File: src/design/fp_div_pkg.sv
// fp32 srt divider shared definitions
// operand classes, exception flags, the registered operand bundle,
// quotient digit encoding and fixed format constants
`default_nettype none

package fp_div_pkg;

    localparam int man_w     = 24;            // mantissa incl hidden bit
    localparam int srt_iters = 14;            // radix-4 steps, 2 bits each
    localparam int exp_bias  = 127;
    localparam logic [31:0] qnan = 32'h7fc0_0000;   // canonical quiet nan

    // class of one operand, subnormals count as normal after normalization
    typedef enum logic [1:0] {
        cls_zero   = 2'd0,
        cls_normal = 2'd1,
        cls_inf    = 2'd2,
        cls_nan    = 2'd3
    } fp_class_t;

    typedef struct packed {
        logic invalid;
        logic div_by_zero;
        logic overflow;
        logic underflow;
        logic inexact;
    } fp_flags_t;

    // everything the datapath needs after the unpack stage
    typedef struct packed {
        logic              sign;        // sign_a ^ sign_b
        logic signed [9:0] exp_diff;    // ea - eb + bias, before quotient normalization
        logic [man_w-1:0]  man_a;       // 1.xxx
        logic [man_w-1:0]  man_b;       // 1.xxx
        fp_class_t         cls_a;
        fp_class_t         cls_b;
    } div_operands_t;

    // sign-magnitude digit in -2..2
    // [2] sign, [1:0] magnitude
    typedef logic [2:0] srt_digit_t;

endpackage

`default_nettype wire

File: src/design/div_normalizer.sv
// operand unpack stage of the fp32 divider
// classifies both operands, left-justifies subnormal mantissas with a
// leading zero count and registers sign, exponent difference and mantissas
`default_nettype none
`timescale 1ns/100ps

module div_normalizer (
    input  logic                      clk,
    input  logic                      rst,
    input  logic                      start,
    input  logic [31:0]               dividend,
    input  logic [31:0]               divisor,
    output fp_div_pkg::div_operands_t ops
);

    localparam int mw = fp_div_pkg::man_w;

    fp_div_pkg::fp_class_t     cls_a;
    fp_div_pkg::fp_class_t     cls_b;
    logic [mw-1:0]             man_a;
    logic [mw-1:0]             man_b;
    logic signed [9:0]         exp_a;
    logic signed [9:0]         exp_b;
    fp_div_pkg::div_operands_t ops_d;

    function automatic logic [4:0] lead_zeros(input logic [mw-1:0] m);
        logic [4:0] n;
        logic       hit;
        n   = '0;
        hit = 1'b0;
        for (int i = mw - 1; i >= 0; i--) begin
            if (m[i])
                hit = 1'b1;
            else if (!hit)
                n = n + 5'd1;     // still in the leading zero run
        end
        return n;
    endfunction

    function automatic fp_div_pkg::fp_class_t classify(input logic [31:0] f);
        if (f[30:23] == 8'hff)
            return (f[22:0] != '0) ? fp_div_pkg::cls_nan : fp_div_pkg::cls_inf;
        if (f[30:0] == '0)
            return fp_div_pkg::cls_zero;
        return fp_div_pkg::cls_normal;
    endfunction

    // hidden bit only when the exponent field is nonzero
    function automatic logic [mw-1:0] norm_man(input logic [31:0] f);
        logic [mw-1:0] m;
        m = {(f[30:23] != 8'd0), f[22:0]};
        return m << lead_zeros(m);   // no shift for normals
    endfunction

    // subnormal: effective exponent 1, minus the normalizing shift
    function automatic logic signed [9:0] norm_exp(input logic [31:0] f);
        logic [mw-1:0] m;
        m = {1'b0, f[22:0]};
        if (f[30:23] == 8'd0)
            return 10'sd1 - 10'(lead_zeros(m));
        return 10'(f[30:23]);
    endfunction

    assign cls_a = classify(dividend);
    assign cls_b = classify(divisor);
    // zero, inf and nan run the iteration on 1.0 so the recurrence stays bounded
    assign man_a = (cls_a == fp_div_pkg::cls_normal) ? norm_man(dividend) : {1'b1, 23'd0};
    assign man_b = (cls_b == fp_div_pkg::cls_normal) ? norm_man(divisor) : {1'b1, 23'd0};
    assign exp_a = norm_exp(dividend);
    assign exp_b = norm_exp(divisor);

    always_comb begin
        ops_d.sign     = dividend[31] ^ divisor[31];
        ops_d.exp_diff = exp_a - exp_b + 10'(fp_div_pkg::exp_bias);
        ops_d.man_a    = man_a;
        ops_d.man_b    = man_b;
        ops_d.cls_a    = cls_a;
        ops_d.cls_b    = cls_b;
    end

    always_ff @(posedge clk or negedge rst) begin
        if (!rst)
            ops <= '0;            // both classes read as zero
        else if (start)
            ops <= ops_d;         // held until the next accepted start
    end

    // a loaded normal operand always reaches the iteration left-justified
    assert property (@(posedge clk) disable iff (!rst)
        start |=> ((ops.cls_a != fp_div_pkg::cls_normal) || ops.man_a[mw-1]) &&
                  ((ops.cls_b != fp_div_pkg::cls_normal) || ops.man_b[mw-1]));

endmodule

`default_nettype wire

File: src/design/srt4_qds.sv
// radix-4 quotient digit selection, digit set -2..2
// estimate is the shifted remainder in quarter units (5 bit, signed),
// divisor interval from the 4 bits after the leading one
`default_nettype none
`timescale 1ns/100ps

module srt4_qds (
    input  logic [4:0]             r_idx,
    input  logic [3:0]             d_idx,
    output fp_div_pkg::srt_digit_t digit
);

    logic signed [4:0] est;   // 4w estimate, lsb = 1/4
    logic signed [4:0] m1;    // threshold between 0 and +1
    logic signed [4:0] m2;    // threshold between +1 and +2

    assign est = r_idx;

    // per divisor interval [dl, dl+1/16)
    // m1 in [dh/3, 2dl/3], m2 in [4dh/3, 5dl/3], both in quarter units
    // negative side is symmetric, so -m1 and -m2 bound -1 and -2
    always_comb begin
        m1 = d_idx[3] ? 5'sd3 : 5'sd2;       // 0.75 above d = 1.5, else 0.5
        case (d_idx)
            4'd0, 4'd1:        m2 = 5'sd6;   // 1.50
            4'd2, 4'd3, 4'd4:  m2 = 5'sd7;   // 1.75
            4'd5, 4'd6, 4'd7:  m2 = 5'sd8;   // 2.00
            4'd8, 4'd9:        m2 = 5'sd9;   // 2.25
            4'd10, 4'd11:      m2 = 5'sd10;  // 2.50
            4'd12, 4'd13,
            4'd14:             m2 = 5'sd11;  // 2.75
            default:           m2 = 5'sd12;  // 3.00, d in [1.9375, 2)
        endcase
    end

    // truncation error of est is in [0, 1/4), covered by the
    // overlap of the selection intervals (at least d/3 - 1/12)
    always_comb begin
        if (est >= m2)
            digit = 3'b010;       // +2
        else if (est >= m1)
            digit = 3'b001;       // +1
        else if (est >= -m1)
            digit = 3'b000;       // 0
        else if (est >= -m2)
            digit = 3'b101;       // -1
        else
            digit = 3'b110;       // -2
    end

endmodule

`default_nettype wire

File: src/design/srt4_iteration.sv
// radix-4 srt iteration unit
// keeps the partial remainder, picks one digit per clock from the
// selection table and assembles the quotient by on-the-fly conversion
// (q and q-1), flags the last of srt_iters steps
`default_nettype none
`timescale 1ns/100ps

module srt4_iteration #(
    parameter int man_w = 24
) (
    input  logic                                clk,
    input  logic                                rst,
    input  logic                                load,
    input  logic [man_w-1:0]                    dividend_man,
    input  logic [man_w-1:0]                    divisor_man,
    output logic [2*fp_div_pkg::srt_iters-1:0]  q_pos,
    output logic [2*fp_div_pkg::srt_iters-1:0]  q_neg,
    output logic signed [man_w+1:0]             rem,
    output logic                                last
);

    localparam int qw = 2 * fp_div_pkg::srt_iters;
    localparam int cw = $clog2(fp_div_pkg::srt_iters + 1);

    // remainder lsb at 2^-25 sits two bits below the divisor lsb
    // so the initial x/4 is exact
    logic signed [man_w+2:0] w_q;      // w with |w| <= 2d/3
    logic signed [man_w+4:0] w_sh;     // 4w
    logic signed [man_w+4:0] d_one;    // d at remainder scale
    logic signed [man_w+4:0] d_mult;   // |digit| * d
    logic signed [man_w+4:0] w_next;
    logic [man_w+4:0]        w_abs;    // |4w| for the bound check
    logic signed [5:0]       est_full; // 4w in quarter units
    logic [4:0]              r_idx;
    fp_div_pkg::srt_digit_t  digit;
    logic [qw-1:0]           q_next;
    logic [qw-1:0]           qm_next;
    logic [cw-1:0]           cnt;      // iterations left
    logic                    run;

    assign run   = (cnt != '0);
    assign w_sh  = {w_q, 2'b00};
    assign d_one = {3'b000, divisor_man, 2'b00};
    assign w_abs = w_sh[man_w+4] ? -w_sh : w_sh;

    // top bits of 4w saturated to the 5 bit table range
    // anything past +-3.75 selects +-2 anyway
    assign est_full = w_sh[man_w+4:man_w-1];
    always_comb begin
        if (est_full > 6'sd15)
            r_idx = 5'b01111;
        else if (est_full < -6'sd16)
            r_idx = 5'b10000;
        else
            r_idx = est_full[4:0];
    end

    srt4_qds u_qds (
        .r_idx (r_idx),
        .d_idx (divisor_man[man_w-2 -: 4]),   // 4 bits after the leading one
        .digit (digit)
    );

    // 0, d or 2d
    assign d_mult = digit[1] ? (d_one <<< 1) : (digit[0] ? d_one : '0);
    // positive digit subtracts, negative adds
    assign w_next = digit[2] ? (w_sh + d_mult) : (w_sh - d_mult);

    // on-the-fly conversion
    always_comb begin
        if (!digit[2])
            q_next = {q_pos[qw-3:0], digit[1:0]};
        else
            q_next = {q_neg[qw-3:0], 2'b00 - digit[1:0]};   // borrow via qm gives 4-|q|
        if (!digit[2] && (digit[1:0] != 2'b00))
            qm_next = {q_pos[qw-3:0], digit[1:0] - 2'b01};
        else
            qm_next = {q_neg[qw-3:0], ~digit[1:0]};          // 3-|q|
    end

    always_ff @(posedge clk or negedge rst) begin
        if (!rst) begin
            cnt  <= '0;
            last <= 1'b0;
        end else if (load) begin
            cnt  <= cw'(fp_div_pkg::srt_iters);
            last <= 1'b0;
        end else begin
            if (run)
                cnt <= cnt - 1'b1;
            last <= (cnt == cw'(1));   // final step lands this edge
        end
    end

    always_ff @(posedge clk) begin
        if (load) begin
            w_q   <= {3'b000, dividend_man};   // x/4 at 2^-25 scale
            q_pos <= '0;
            q_neg <= '1;                       // q - 1 = -1
        end else if (run) begin
            w_q   <= w_next[man_w+2:0];
            q_pos <= q_next;
            q_neg <= qm_next;
        end
    end

    // after the first step w has no bits below the divisor lsb
    assign rem = {w_q[man_w+2], w_q[man_w+2:2]};

    // shifted remainder stays within +-(2/3)*4d so the table never picks wrong
    assert property (@(posedge clk) disable iff (!rst)
        run |-> (3 * w_abs <= 8 * $unsigned(d_one)));

endmodule

`default_nettype wire

File: src/design/div_post_processing.sv
// result stage of the fp32 divider
// last-digit correction, normalization to 1.xxx, round to nearest even,
// range checks with flush to zero, special operand results and flags
`default_nettype none
`timescale 1ns/100ps

module div_post_processing (
    input  logic                      clk,
    input  logic                      rst,
    input  logic                      last,
    input  fp_div_pkg::div_operands_t ops,
    input  logic [27:0]               q_pos,
    input  logic [27:0]               q_neg,
    input  logic signed [25:0]        rem,
    output logic [31:0]               quotient,
    output fp_div_pkg::fp_flags_t     flags,
    output logic                      done
);

    logic [27:0]           q_sel;       // value = q_sel / 2^26
    logic [23:0]           man;
    logic                  guard;
    logic                  round_bit;
    logic                  sticky;
    logic                  round_up;
    logic [24:0]           man_rnd;     // carry out in [24]
    logic signed [10:0]    exp_norm;
    logic signed [10:0]    exp_rnd;
    logic                  any_nan;
    logic                  a_zero;
    logic                  b_zero;
    logic                  a_inf;
    logic                  b_inf;
    logic [31:0]           res;
    fp_div_pkg::fp_flags_t res_flags;

    // negative remainder means the last digit was one too big
    assign q_sel = rem[25] ? q_neg : q_pos;

    always_comb begin
        if (q_sel[26]) begin           // quotient in [1, 2)
            man       = q_sel[26:3];
            guard     = q_sel[2];
            round_bit = q_sel[1];
            sticky    = q_sel[0] | (rem != '0);
            exp_norm  = {ops.exp_diff[9], ops.exp_diff};
        end else begin                 // in (0.5, 1), one left shift
            man       = q_sel[25:2];
            guard     = q_sel[1];
            round_bit = q_sel[0];
            sticky    = (rem != '0);
            exp_norm  = {ops.exp_diff[9], ops.exp_diff} - 11'sd1;
        end
    end

    // nearest even
    assign round_up = guard & (round_bit | sticky | man[0]);
    assign man_rnd  = {1'b0, man} + 25'(round_up);
    assign exp_rnd  = exp_norm + {10'd0, man_rnd[24]};   // 1.111..1 rolls to 10.0

    assign any_nan = (ops.cls_a == fp_div_pkg::cls_nan) || (ops.cls_b == fp_div_pkg::cls_nan);
    assign a_zero  = (ops.cls_a == fp_div_pkg::cls_zero);
    assign b_zero  = (ops.cls_b == fp_div_pkg::cls_zero);
    assign a_inf   = (ops.cls_a == fp_div_pkg::cls_inf);
    assign b_inf   = (ops.cls_b == fp_div_pkg::cls_inf);

    always_comb begin
        res_flags = '0;
        res       = {ops.sign, exp_rnd[7:0], man_rnd[22:0]};   // frac is 0 after carry out
        if (any_nan) begin
            res = fp_div_pkg::qnan;
        end else if ((a_zero && b_zero) || (a_inf && b_inf)) begin
            res               = fp_div_pkg::qnan;
            res_flags.invalid = 1'b1;
        end else if (b_zero) begin
            res                   = {ops.sign, 8'hff, 23'd0};
            res_flags.div_by_zero = 1'b1;
        end else if (a_zero || b_inf) begin
            res = {ops.sign, 31'd0};
        end else if (a_inf) begin
            res = {ops.sign, 8'hff, 23'd0};
        end else if (exp_rnd >= 11'sd255) begin
            res                = {ops.sign, 8'hff, 23'd0};   // overflow to inf
            res_flags.overflow = 1'b1;
            res_flags.inexact  = 1'b1;
        end else if (exp_rnd <= 11'sd0) begin
            res                 = {ops.sign, 31'd0};        // flush, no subnormal output
            res_flags.underflow = 1'b1;
            res_flags.inexact   = 1'b1;
        end else begin
            res_flags.inexact = guard | round_bit | sticky;
        end
    end

    always_ff @(posedge clk or negedge rst) begin
        if (!rst) begin
            quotient <= '0;
            flags    <= '0;
            done     <= 1'b0;
        end else begin
            done <= last;
            if (last) begin
                quotient <= res;
                flags    <= res_flags;
            end
        end
    end

    // one division in flight, so results never come back to back
    assert property (@(posedge clk) disable iff (!rst) done |=> !done);

endmodule

`default_nettype wire

File: src/design/srt_divider_fp32.sv
// ieee 754 single precision divider, radix-4 srt
// fixed 16 cycle schedule: unpack, 14 iterations, round and pack
// start is ignored while a division is in flight
`default_nettype none
`timescale 1ns/100ps

module srt_divider_fp32 #(
    parameter int man_w = fp_div_pkg::man_w
) (
    input  logic                  clk,
    input  logic                  rst,
    input  logic                  start,
    input  logic [31:0]           dividend,
    input  logic [31:0]           divisor,
    output logic [31:0]           quotient,
    output fp_div_pkg::fp_flags_t flags,
    output logic                  done
);

    localparam int qw = 2 * fp_div_pkg::srt_iters;

    fp_div_pkg::div_operands_t ops;
    logic                      start_acc;   // start that begins a division
    logic                      busy;
    logic                      load;        // start delayed one cycle
    logic                      last;
    logic [qw-1:0]             q_pos;
    logic [qw-1:0]             q_neg;
    logic signed [man_w+1:0]   rem;

    // a new start may already land in the done cycle
    assign start_acc = start & (~busy | done);

    always_ff @(posedge clk or negedge rst) begin
        if (!rst) begin
            busy <= 1'b0;
            load <= 1'b0;
        end else begin
            load <= start_acc;
            if (start_acc)
                busy <= 1'b1;
            else if (done)
                busy <= 1'b0;
        end
    end

    div_normalizer u_norm (
        .clk      (clk),
        .rst      (rst),
        .start    (start_acc),
        .dividend (dividend),
        .divisor  (divisor),
        .ops      (ops)
    );

    srt4_iteration #(
        .man_w (man_w)
    ) u_iter (
        .clk          (clk),
        .rst          (rst),
        .load         (load),
        .dividend_man (ops.man_a),
        .divisor_man  (ops.man_b),
        .q_pos        (q_pos),
        .q_neg        (q_neg),
        .rem          (rem),
        .last         (last)
    );

    div_post_processing u_post (
        .clk      (clk),
        .rst      (rst),
        .last     (last),
        .ops      (ops),
        .q_pos    (q_pos),
        .q_neg    (q_neg),
        .rem      (rem),
        .quotient (quotient),
        .flags    (flags),
        .done     (done)
    );

endmodule

`default_nettype wire

File: config.mk
export PLATFORM = sky130hd
export DESIGN_NAME = srt_divider_fp32
export DESIGN_NICKNAME = d
export VERILOG_FILES = /design/src/design/fp_div_pkg.sv /design/src/design/div_normalizer.sv /design/src/design/srt4_qds.sv /design/src/design/srt4_iteration.sv /design/src/design/div_post_processing.sv /design/src/design/srt_divider_fp32.sv
export SDC_FILE = /design/constraint.sdc
export NUM_CORES = 1
export LEC_CHECK = 0
export BUFFER_PORTS_ARGS = -buffer_cell sky130_fd_sc_hd__clkbuf_2
export CORE_MARGIN = 2
export CORE_UTILIZATION = 37
export CTS_BUF_LIST = sky130_fd_sc_hd__clkbuf_8
export DETAILED_ROUTE_END_ITERATION = 10
export GPL_ROUTABILITY_DRIVEN = 1
export PLACE_DENSITY = 0.53
export REMOVE_ABC_BUFFERS = 1
export SLEW_MARGIN = 40
export SYNTH_ARGS = -nofsm -noshare
export SYNTH_HDL_FRONTEND = slang
export SYNTH_SLANG_ARGS = --single-unit
File: constraint.sdc
create_clock -name clk -period 22.1 [get_ports clk]
set_input_delay 1.105 -clock clk [delete_from_list [all_inputs] [get_ports clk]]
set_output_delay 1.105 -clock clk [all_outputs]
set_load 0.05 [all_outputs]
==> results of run 1 <==
-- synth_stat cells (32+ instances only) --
master / n
nor3_1: 79
xnor2_1: 204
clkbuf_1: 147
o22ai_1: 37
a22oi_1: 36
ha_1: 148
a211oi_1: 53
o21ai_0: 181
nand3_1: 111
nor2b_1: 76
mux2_2: 39
mux2i_1: 131
a31oi_1: 34
a21oi_1: 183
o21ai_1: 32
nand2_1: 478
dfrtp_1: 108
xor2_1: 107
inv_1: 126
nand2b_1: 73
dfxtp_1: 57
nor2_1: 284
-- metal layers --
metal | routed length, um | share of wire [%] | track usage (%)
met5 | 0 | 0 | 0
met4 | 1072 | 1.4 | 4.377
met3 | 2482 | 3.3 | 1.427
met2 | 35110 | 46 | 35.48
met1 | 37040 | 49 | 30.76
-- final cells by class --
| cell class | count | share of cell area [%] |
|---|---|---|
| Timing Repair Buffer | 138 | 2.998 |
| Tap cell | 864 | 4.105 |
| Clock inverter | 15 | 0.6177 |
| Sequential cell | 189 | 17.34 |
| Inverter | 130 | 1.853 |
| Clock buffer | 17 | 0.8885 |
| Multi-Input combinational cell | 2802 | 72.20 |
-- worst max-delay path, delay by kind of cell --
kind | cells | cell delay, ps
and+or+nand+nor | 23 | 3310
buffers and inverters | 4 | 410
muxes | 10 | 2080
AOI/OAI and AO/OA | 25 | 5220
adders and majority gates | 22 | 6910
-- power by group through the flow --
stage	combinational [uW]	sequential [uW]	clock (uW)
floorplan	84.7	357	0
global placement	141	357	0
detailed placement	141	357	0
CTS	142	349	252
global route	159	349	266
finish	142	349	247
-- kinds of logic (layout without fill, tap and decap cells) --
group	Yosys count	after routing	synth area share (%)
buffers and inverters	311	300	4.899
other	1	1	0.01520
xor gates and xnor gates	347	347	14.21
muxes	176	176	7.567
adders and majority gates	163	163	8.196
DFF	189	189	18.50
and+or+nand+nor	1333	1333	26.20
AOI/OAI and AO/OA	782	782	20.41
-- sequential cells by signal (all words and copies together) (netlist names) --
signal	flops
busy	1
load	1
u_iter.cnt	4
u_iter.last	1
u_iter.q_neg	27
u_iter.q_pos	27
u_iter.w_q	27
u_norm.ops	63
u_post.done	1
u_post.flags	5
u_post.quotient	32
-- through the flow --
stage | cell area (um2) | setup slack, ps | std cells
final | 26330 | 3481 | 4155
after detailed placement | 25920 | 3248 | 4123
after global routing | 26330 | 1894 | 4155
after global placement | 25880 | 3588 | 4123
after floorplan | 23950 | 4975 | 3121
after CTS | 26320 | 3687 | 4155
-- final timing paths --
path,to,depth (start not counted)
max in group asynchronous,u_norm.ops[42],2
max reg2reg,u_iter.w_q[25],31
max,u_norm.ops[26],84
min,u_norm.ops[29],2
min reg2reg,u_norm.ops[29],2
min in group asynchronous,load,1
==> flow_summary.json, run 1 <==
{
  "post-route-util_pct": 39.98,
  "route.vias.total": 23420,
  "post-route-drc-count": 0,
  "worst_ep_required_time_ps": 22520,
  "place_congestion": 0.8996,
  "regArea_um2": 4567,
  "drt-total-wl_mm": 75.70,
  "switching_share_pct": 31.73,
  "vias_per_cell": 5.636,
  "overflow": 0,
  "cts_buffers": 17,
  "cts_tree": "done",
  "pin_count": 105,
  "synthFlopType": "dfrtp_1",
  "syn2layout_area_growth_pct": 6.745,
  "clock.fmax_mhz": 53.71,
  "end_kind": "flip-flop",
  "timing.hold.ws_ps": 490.0,
  "grt_usage_pct": 21.49,
  "power_leakage_uw": 0.01032,
  "power_uw": 738.3,
  "min_period_over_period_pct": 84.25,
  "syn_area_per_cell_um2": 7.471,
  "portBuffers": 104,
  "antenna_found_initial": 0,
  "drive_gt1_share_pct": 9.572,
  "synth_warnings": 0,
  "cts_hold_buf": 0,
  "clkTransAtPathRegs_ps": 110,
  "initial_utilization_pct": 37.46,
  "cts_sinks": 189,
  "worstReg2RegStart": "u_norm.ops[26]",
  "p_clk_share_pct": 33.5,
  "cpMaxStageDelayCell": "or4_1",
  "synth_edf_count": 24,
  "grt_pass1_vias": 21930,
  "p_switching_uw": 234.2,
  "multi_input_area_um2": 19010,
  "n_antenna_cell": 0,
  "p_seq_share_pct": 47.3,
  "cell_internal_pwr_uw": 504.0,
  "critical_path.max_fanout": 25,
  "peakVddDrop_mv": 0.03944,
  "power_frac_comb_pct": 19.2,
  "yosysTopAreaCellShare_pct": 10.96,
  "drtIter0Drc": 1696,
  "htreeDepth": 4,
  "critical_path_class": "in2reg",
  "post_cts_buffers": 0,
  "synth-seq-cells": 189,
  "synth_area_leaders": "dfrtp_1 11%, ha_1 7.5%, nand2_1 7.3%",
  "yosysSeqAreaShare_pct": 18.50,
  "post_drt_wl_per_cell_um": 18.22,
  "min_from": "u_norm.ops[29]",
  "rrSetupSlack_ps": 14610,
  "setup.worst_path.start": "divisor[24]",
  "critPathMaxStageDelay_ps": 640,
  "dr.pass1.iters": 6,
  "synth_area_um2": 24670,
  "async_reset_ff_share_pct": 57.14,
  "dieArea_um2": 68760,
  "grt_pass1_wl_mm": 123.2,
  "max_cap_violations": 0,
  "synthCells": 3302,
  "die_x_um": 262.2,
  "fin_setup_tns_ps": 0,
  "powerDensity_nw_per_um2": 28.03,
  "min_period_ps": 18620,
  "final_cell_mix": "476 x nand2_1, 280 x nor2_1, 200 x xnor2_1, 183 x a21oi_1, 180 x o21ai_0",
  "cp-start-kind": "input pin",
  "slew_headroom_pct": 47.84,
  "synth_cell_types": 110,
  "coreArea_um2": 65860,
  "dp_hpwl_mm": 57.96,
  "skew_ps": 24.33,
  "fill_cells": 6959,
  "rows": 94,
  "synth_top_area_cell": "dfrtp_1",
  "crit_arrival_ps": 19040,
  "clk_path_buf_depth": 2,
  "status": "completed",
  "finalHoldViolCount": 0,
  "clk_latency_ps": 500,
  "post_cts_resized": 0,
  "nNetsFinal": 3495,
  "cp_common_cell": "ha_1",
  "grt_max_degree": 110,
  "die-height_um": 262.2,
  "drtAntennaViolNets": 0,
  "cts-root-buf": "clkbuf_8",
  "slew_violations": 0,
  "rsz0062_at_grt": "no",
  "setup_viol": 0,
  "holdCritPathClass": "reg2reg",
  "final_common_cell": "nand2_1",
  "worst_slew_pin_slew_ps": 776.8
}
No activity file was read; power rests on OpenSTA's default activity.
==> inputs of run 2 (changes only) <==
--- a/config.mk
+++ b/config.mk
@@ -11,7 +11,7 @@
 export CTS_BUF_LIST = sky130_fd_sc_hd__clkbuf_8
 export DETAILED_ROUTE_END_ITERATION = 10
 export GPL_ROUTABILITY_DRIVEN = 1
-export PLACE_DENSITY = 0.53
+export PLACE_DENSITY = 0.55
 export REMOVE_ABC_BUFFERS = 1
 export SLEW_MARGIN = 40
 export SYNTH_ARGS = -nofsm -noshare
==> constraint.sdc (replaced) <==
create_clock -name clk -period 17.1 [get_ports clk]
set_input_delay 0.855 -clock clk [delete_from_list [all_inputs] [get_ports clk]]
set_output_delay 0.855 -clock clk [all_outputs]
set_load 0.05 [all_outputs]
==> flow_summary.json, run 2 (synthesis results as in run 1) <==
{
  "dr.pass1.iters": 7,
  "cts_sinks": 189,
  "power_frac_comb_pct": 19.1,
  "switching_share_pct": 30.35,
  "multi_input_area_um2": 19170,
  "critical_path_class": "in2reg",
  "pin_count": 105,
  "cp-start-kind": "input pin",
  "syn2layout_area_growth_pct": 8.992,
  "reg2reg_depth": 31,
  "grt_pass1_vias": 22300,
  "dieArea_um2": 68760,
  "cp-endpoint": "u_norm.ops[27]",
  "coreArea_um2": 65860,
  "setup_viol": 0,
  "final_common_cell": "nand2_1",
  "critPathMaxStageDelay_ps": 600,
  "vias_per_cell": 5.616,
  "end_kind": "flip-flop",
  "clock.fmax_mhz": 61.44,
  "htreeDepth": 4,
  "worst_slew_pin_slew_ps": 873.0,
  "slew_headroom_pct": 41.58,
  "skew_ps": 17.94,
  "slew_violations": 0,
  "nNetsFinal": 3545,
  "power_leakage_uw": 0.01060,
  "final_cell_mix": "476 x nand2_1, 279 x nor2_1, 199 x xnor2_1, 176 x o21ai_0, 175 x a21oi_1",
  "min_period_over_period_pct": 95.17,
  "powerDensity_nw_per_um2": 35.54,
  "fill_cells": 6935,
  "grt_usage_pct": 21.03,
  "worstReg2RegStart": "u_iter.w_q[26]",
  "p_switching_uw": 290.1,
  "peakVddDrop_mv": 0.05015,
  "grt_pass1_wl_mm": 121.1,
  "drt-total-wl_mm": 74.27,
  "status": "completed",
  "critical_path.max_fanout": 22,
  "route.vias.total": 23640,
  "cts_hold_buf": 0,
  "p_clk_share_pct": 33.7,
  "clk_latency_ps": 490,
  "rrSetupSlack_ps": 9030,
  "initial_utilization_pct": 37.46,
  "cp_common_cell": "ha_1",
  "drtAntennaViolNets": 0,
  "grt_max_degree": 109,
  "antenna_found_initial": 4,
  "rows": 94,
  "top_register": "u_norm.ops",
  "finalHoldViolCount": 0,
  "fin_setup_tns_ps": 0,
  "post-route-drc-count": 0,
  "clkTransAtPathRegs_ps": 100,
  "worst_ep_required_time_ps": 17430,
  "dp_hpwl_mm": 56.68,
  "p_seq_share_pct": 47.2,
  "cts_tree": "done",
  "timing.hold.ws_ps": 335.6,
  "cts-root-buf": "clkbuf_8",
  "cts_buffers": 17,
  "place_congestion": 0.9106,
  "die-height_um": 262.2,
  "cpMaxStageDelayCell": "or4_4",
  "rr_endpoint": "u_iter.w_q[25]",
  "clk_path_buf_depth": 2,
  "holdCritPathClass": "in2async",
  "top_regs": "u_norm.ops: 63 flops, u_post.quotient: 32 flops",
  "post_drt_wl_per_cell_um": 17.65,
  "die_x_um": 262.2,
  "largest_reg_flops": 63,
  "setup.worst_path.start": "divisor[27]",
  "drive_gt1_share_pct": 11.73,
  "overflow": 0,
  "regArea_um2": 4567,
  "crit_arrival_ps": 16610,
  "portBuffers": 104,
  "drtIter0Drc": 1782,
  "max_cap_violations": 0,
  "min_period_ps": 16270,
  "rsz0062_at_grt": "yes",
  "cell_internal_pwr_uw": 665.6
}
run 2: power groups by stage:
stage	Clock [uW]	Sequential, uW	Combinational, uW
6_report	322	451	183
3_5_place_dp	0	461	177
4_1_cts	329	451	179
2_1_floorplan	0	461	109
5_1_grt	347	452	203
3_3_place_gp	0	461	177
run 2: through the flow:
| step | cells | worst slack, ps | instance area [um2] | total power (uW) | util, % |
|---|---|---|---|---|---|
| after global placement | 4153 | 199.9 | 26090 | 637.5 | 39.62 |
| after floorplan | 3121 | 225.0 | 23950 | 570.4 | - |
| after CTS | 4185 | 173.4 | 26530 | 959.3 | 40.27 |
| after global routing | 4209 | -55.57 | 26890 | 1002 | 40.82 |
| after detailed placement | 4153 | -225.9 | 26110 | 638.3 | 39.65 |
| final | 4209 | 825.1 | 26890 | 955.7 | 40.82 |
run 2: cell type report:
cell class                 instances  area share [%]
multi-input combinational       2803           71.30
tap                              864           4.020
inverter                         130           1.815
timing repair buffer             187           4.304
clock buffer                      17          0.8702
clock inverter                    15          0.6654
antenna                            4         0.03723
sequential                       189           16.98
run 2: worst max-delay path, delay by kind of cell:
kind	cells	cell delay (ps)
buffers and inverters	5	530
adder cells (fa/ha/maj)	22	6520
multiplexers	10	1650
AO/OA/AOI/OAI	23	3890
AND/OR/NAND/NOR	24	3130
run 2: what timing repair did:
item	4_1_cts	5_1_grt
setup buffers	0	19
gates resized for setup	0	41
hold endpoints to repair	0	0
endpoints found under the setup margin	0	53
run 2: routing by layer:
| metal | vias to the layer above | part of all wire, % | GRT usage (%) |
|---|---|---|---|
| met2 | 526 | 45 | 33.51 |
| met4 | 0 | 2.7 | 6.726 |
| li1 | 11850 | - | - |
| met5 | - | 0 | 0 |
| met1 | 11170 | 48 | 29.87 |
| met3 | 92 | 3.9 | 1.877 |
run 2: how the worst min path moves through the flow:
stage / slack, ps / start / cells after the start / end
final: 340 / rst / 1 / u_norm.ops[7]
after global routing: 350 / rst / 1 / u_norm.ops[25]
after CTS: 460 / rst / 1 / u_norm.ops[13]
after detailed placement: 470 / u_norm.ops[62] / 2 / u_norm.ops[62]
after global placement: 460 / u_norm.ops[28] / 2 / u_norm.ops[28]
after floorplan: 440 / u_norm.ops[48] / 2 / u_norm.ops[48]
==> inputs of run 3 (changes only) <==
--- a/config.mk
+++ b/config.mk
@@ -6,6 +6,7 @@
 export NUM_CORES = 1
 export LEC_CHECK = 0
 export BUFFER_PORTS_ARGS = -buffer_cell sky130_fd_sc_hd__clkbuf_2
+export CORE_ASPECT_RATIO = 2
 export CORE_MARGIN = 2
 export CORE_UTILIZATION = 37
 export CTS_BUF_LIST = sky130_fd_sc_hd__clkbuf_8
==> flow_summary.json, run 3 (synthesis results as in run 1) <==
{
  "status": "finished, violations left",
  "violations": "design-rule violations",
  "power_frac_comb_pct": 19.9,
  "pin_count": 105,
  "route.vias.total": 24010,
  "htreeDepth": 4,
  "coreArea_um2": 65900,
  "antenna_found_initial": 2,
  "critical_path.max_fanout": 5,
  "overflow": 0,
  "dr_wl_met2_mm": 44.70,
  "p_seq_share_pct": 47.5,
  "holdCritPathClass": "in2async",
  "max_cap_violations": 0,
  "post-place-ws_ps": -229.0,
  "drt-total-wl_mm": 81.19,
  "drtIter0Drc": 1133,
  "post-route-util_pct": 41.34,
  "initial_utilization_pct": 37.44,
  "top_register": "u_norm.ops",
  "layout_setup_ws_ps": 1075,
  "top_layer": "met5",
  "post-route-drc-count": 2,
  "drtAntennaViolNets": 0,
  "clkTransAtPathRegs_ps": 110,
  "cts_buffers": 17,
  "switching_share_pct": 31.81,
  "cts-root-buf": "clkbuf_8",
  "worst_ep_required_time_ps": 17530,
  "dp_hpwl_mm": 65.83,
  "grt_pass1_wl_mm": 128.4,
  "post_drt_wl_per_cell_um": 19.06,
  "clock.fmax_mhz": 62.40,
  "dr.pass1.iters": 11,
  "nNetsFinal": 3585,
  "cp-start-kind": "input pin",
  "min_period_over_period_pct": 93.71,
  "die-height_um": 369.2,
  "place_congestion": 0.9013,
  "drive_gt1_share_pct": 12.87,
  "cts_tree": "done",
  "cts_sinks": 189,
  "end_kind": "flip-flop",
  "route.met3.wl_mm": 2.213,
  "cell_internal_pwr_uw": 648.1,
  "grt_max_degree": 110,
  "cp_common_cell": "ha_1",
  "portBuffers": 104,
  "dieArea_um2": 68880,
  "drt-met1-wl_mm": 29.41,
  "cts_hold_buf": 0,
  "clk_path_buf_depth": 2,
  "timing.hold.ws_ps": 300.0,
  "min_period_ps": 16030,
  "peakVddDrop_mv": 0.04481,
  "grt_usage_pct": 23.19,
  "power_leakage_uw": 0.01078,
  "setup_viol": 0,
  "fin_setup_tns_ps": 0,
  "final_common_cell": "nand2_1",
  "top_regs": "u_norm.ops: 63 flops, u_post.quotient: 32 flops",
  "slew_violations": 0,
  "finalHoldViolCount": 0,
  "vias_per_cell": 5.636,
  "rows": 133,
  "p_clk_share_pct": 32.6,
  "p_switching_uw": 302.3,
  "final_cell_mix": "476 x nand2_1, 279 x nor2_1, 201 x xnor2_1, 176 x a21oi_1, 174 x o21ai_0",
  "clk_latency_ps": 510,
  "worst_slew_pin_slew_ps": 827.6,
  "largest_reg_flops": 63,
  "power_uw": 950.4,
  "crit_arrival_ps": 16450,
  "cpMaxStageDelayCell": "or4_4",
  "skew_ps": 20.36,
  "slew_headroom_pct": 44.77,
  "syn2layout_area_growth_pct": 10.43,
  "critPathMaxStageDelay_ps": 590,
  "critical_path_class": "in2reg",
  "grt_pass1_vias": 24110,
  "powerDensity_nw_per_um2": 34.89,
  "reg2reg_depth": 29,
  "die_x_um": 186.6
}
==> run 3: cell type report <==
cell class	instances	area, um2
diodes	2	5.005
clock buffers	18	247.7
clock inverters	14	152.6
fillers	6960	38660
inverters	130	491.7
multi-input cells	2802	19190
flip-flops and latches	189	4567
well taps	877	1097
repair buffers	228	1493
==> run 3: worst paths after layout <==
check | end | from | slack (ps)
max in group asynchronous | load | rst | 15680
hold / removal | u_post.quotient[6] | rst | 300
setup reg to reg | u_iter.w_q[25] | u_iter.w_q[26] | 9440
min in group clk | u_norm.ops[48] | u_norm.ops[48] | 480
setup / recovery | u_norm.ops[26] | divisor[27] | 1070
hold reg to reg | u_norm.ops[48] | u_norm.ops[48] | 480
==> run 3: routing by layer <==
metal / GRT usage (%) / vias to the layer above
met1: 22.66 / 11370
met2: 46.65 / 517
met4: 13.45 / 2
met5: 0 / -
met3: 2.163 / 198
li1: - / 11930
==> run 3: power groups by stage <==
stage                     registers [uW]  clock network [uW]  logic [uW]
after floorplan                      461                   0         109
after global placement               461                   0         184
after detailed placement             461                   0         185
after CTS                            452                 318         186
after global routing                 452                 335         210
final                                451                 310         189
==> run 3: per-stage QoR <==
stage	instances	cell area [um2]
after global placement	4215	26500
after global routing	4259	27240
after CTS	4247	26920
final	4260	27240
after detailed placement	4215	26520
after floorplan	3121	23950
==> run 3: what timing repair did <==
item / 4_1_cts / 5_1_grt
endpoints found under the setup margin: 0 / 54
buffers inserted: 0 / 11
resized for setup: 0 / 51
==> run 3: critical path: cells and delay by family <==
family | cells | cell delay (ps)
and+or+nand+nor | 23 | 2990
muxes | 10 | 1850
adders and majority gates | 22 | 6510
AOI/OAI and AO/OA | 25 | 3920
buffers and inverters | 4 | 330
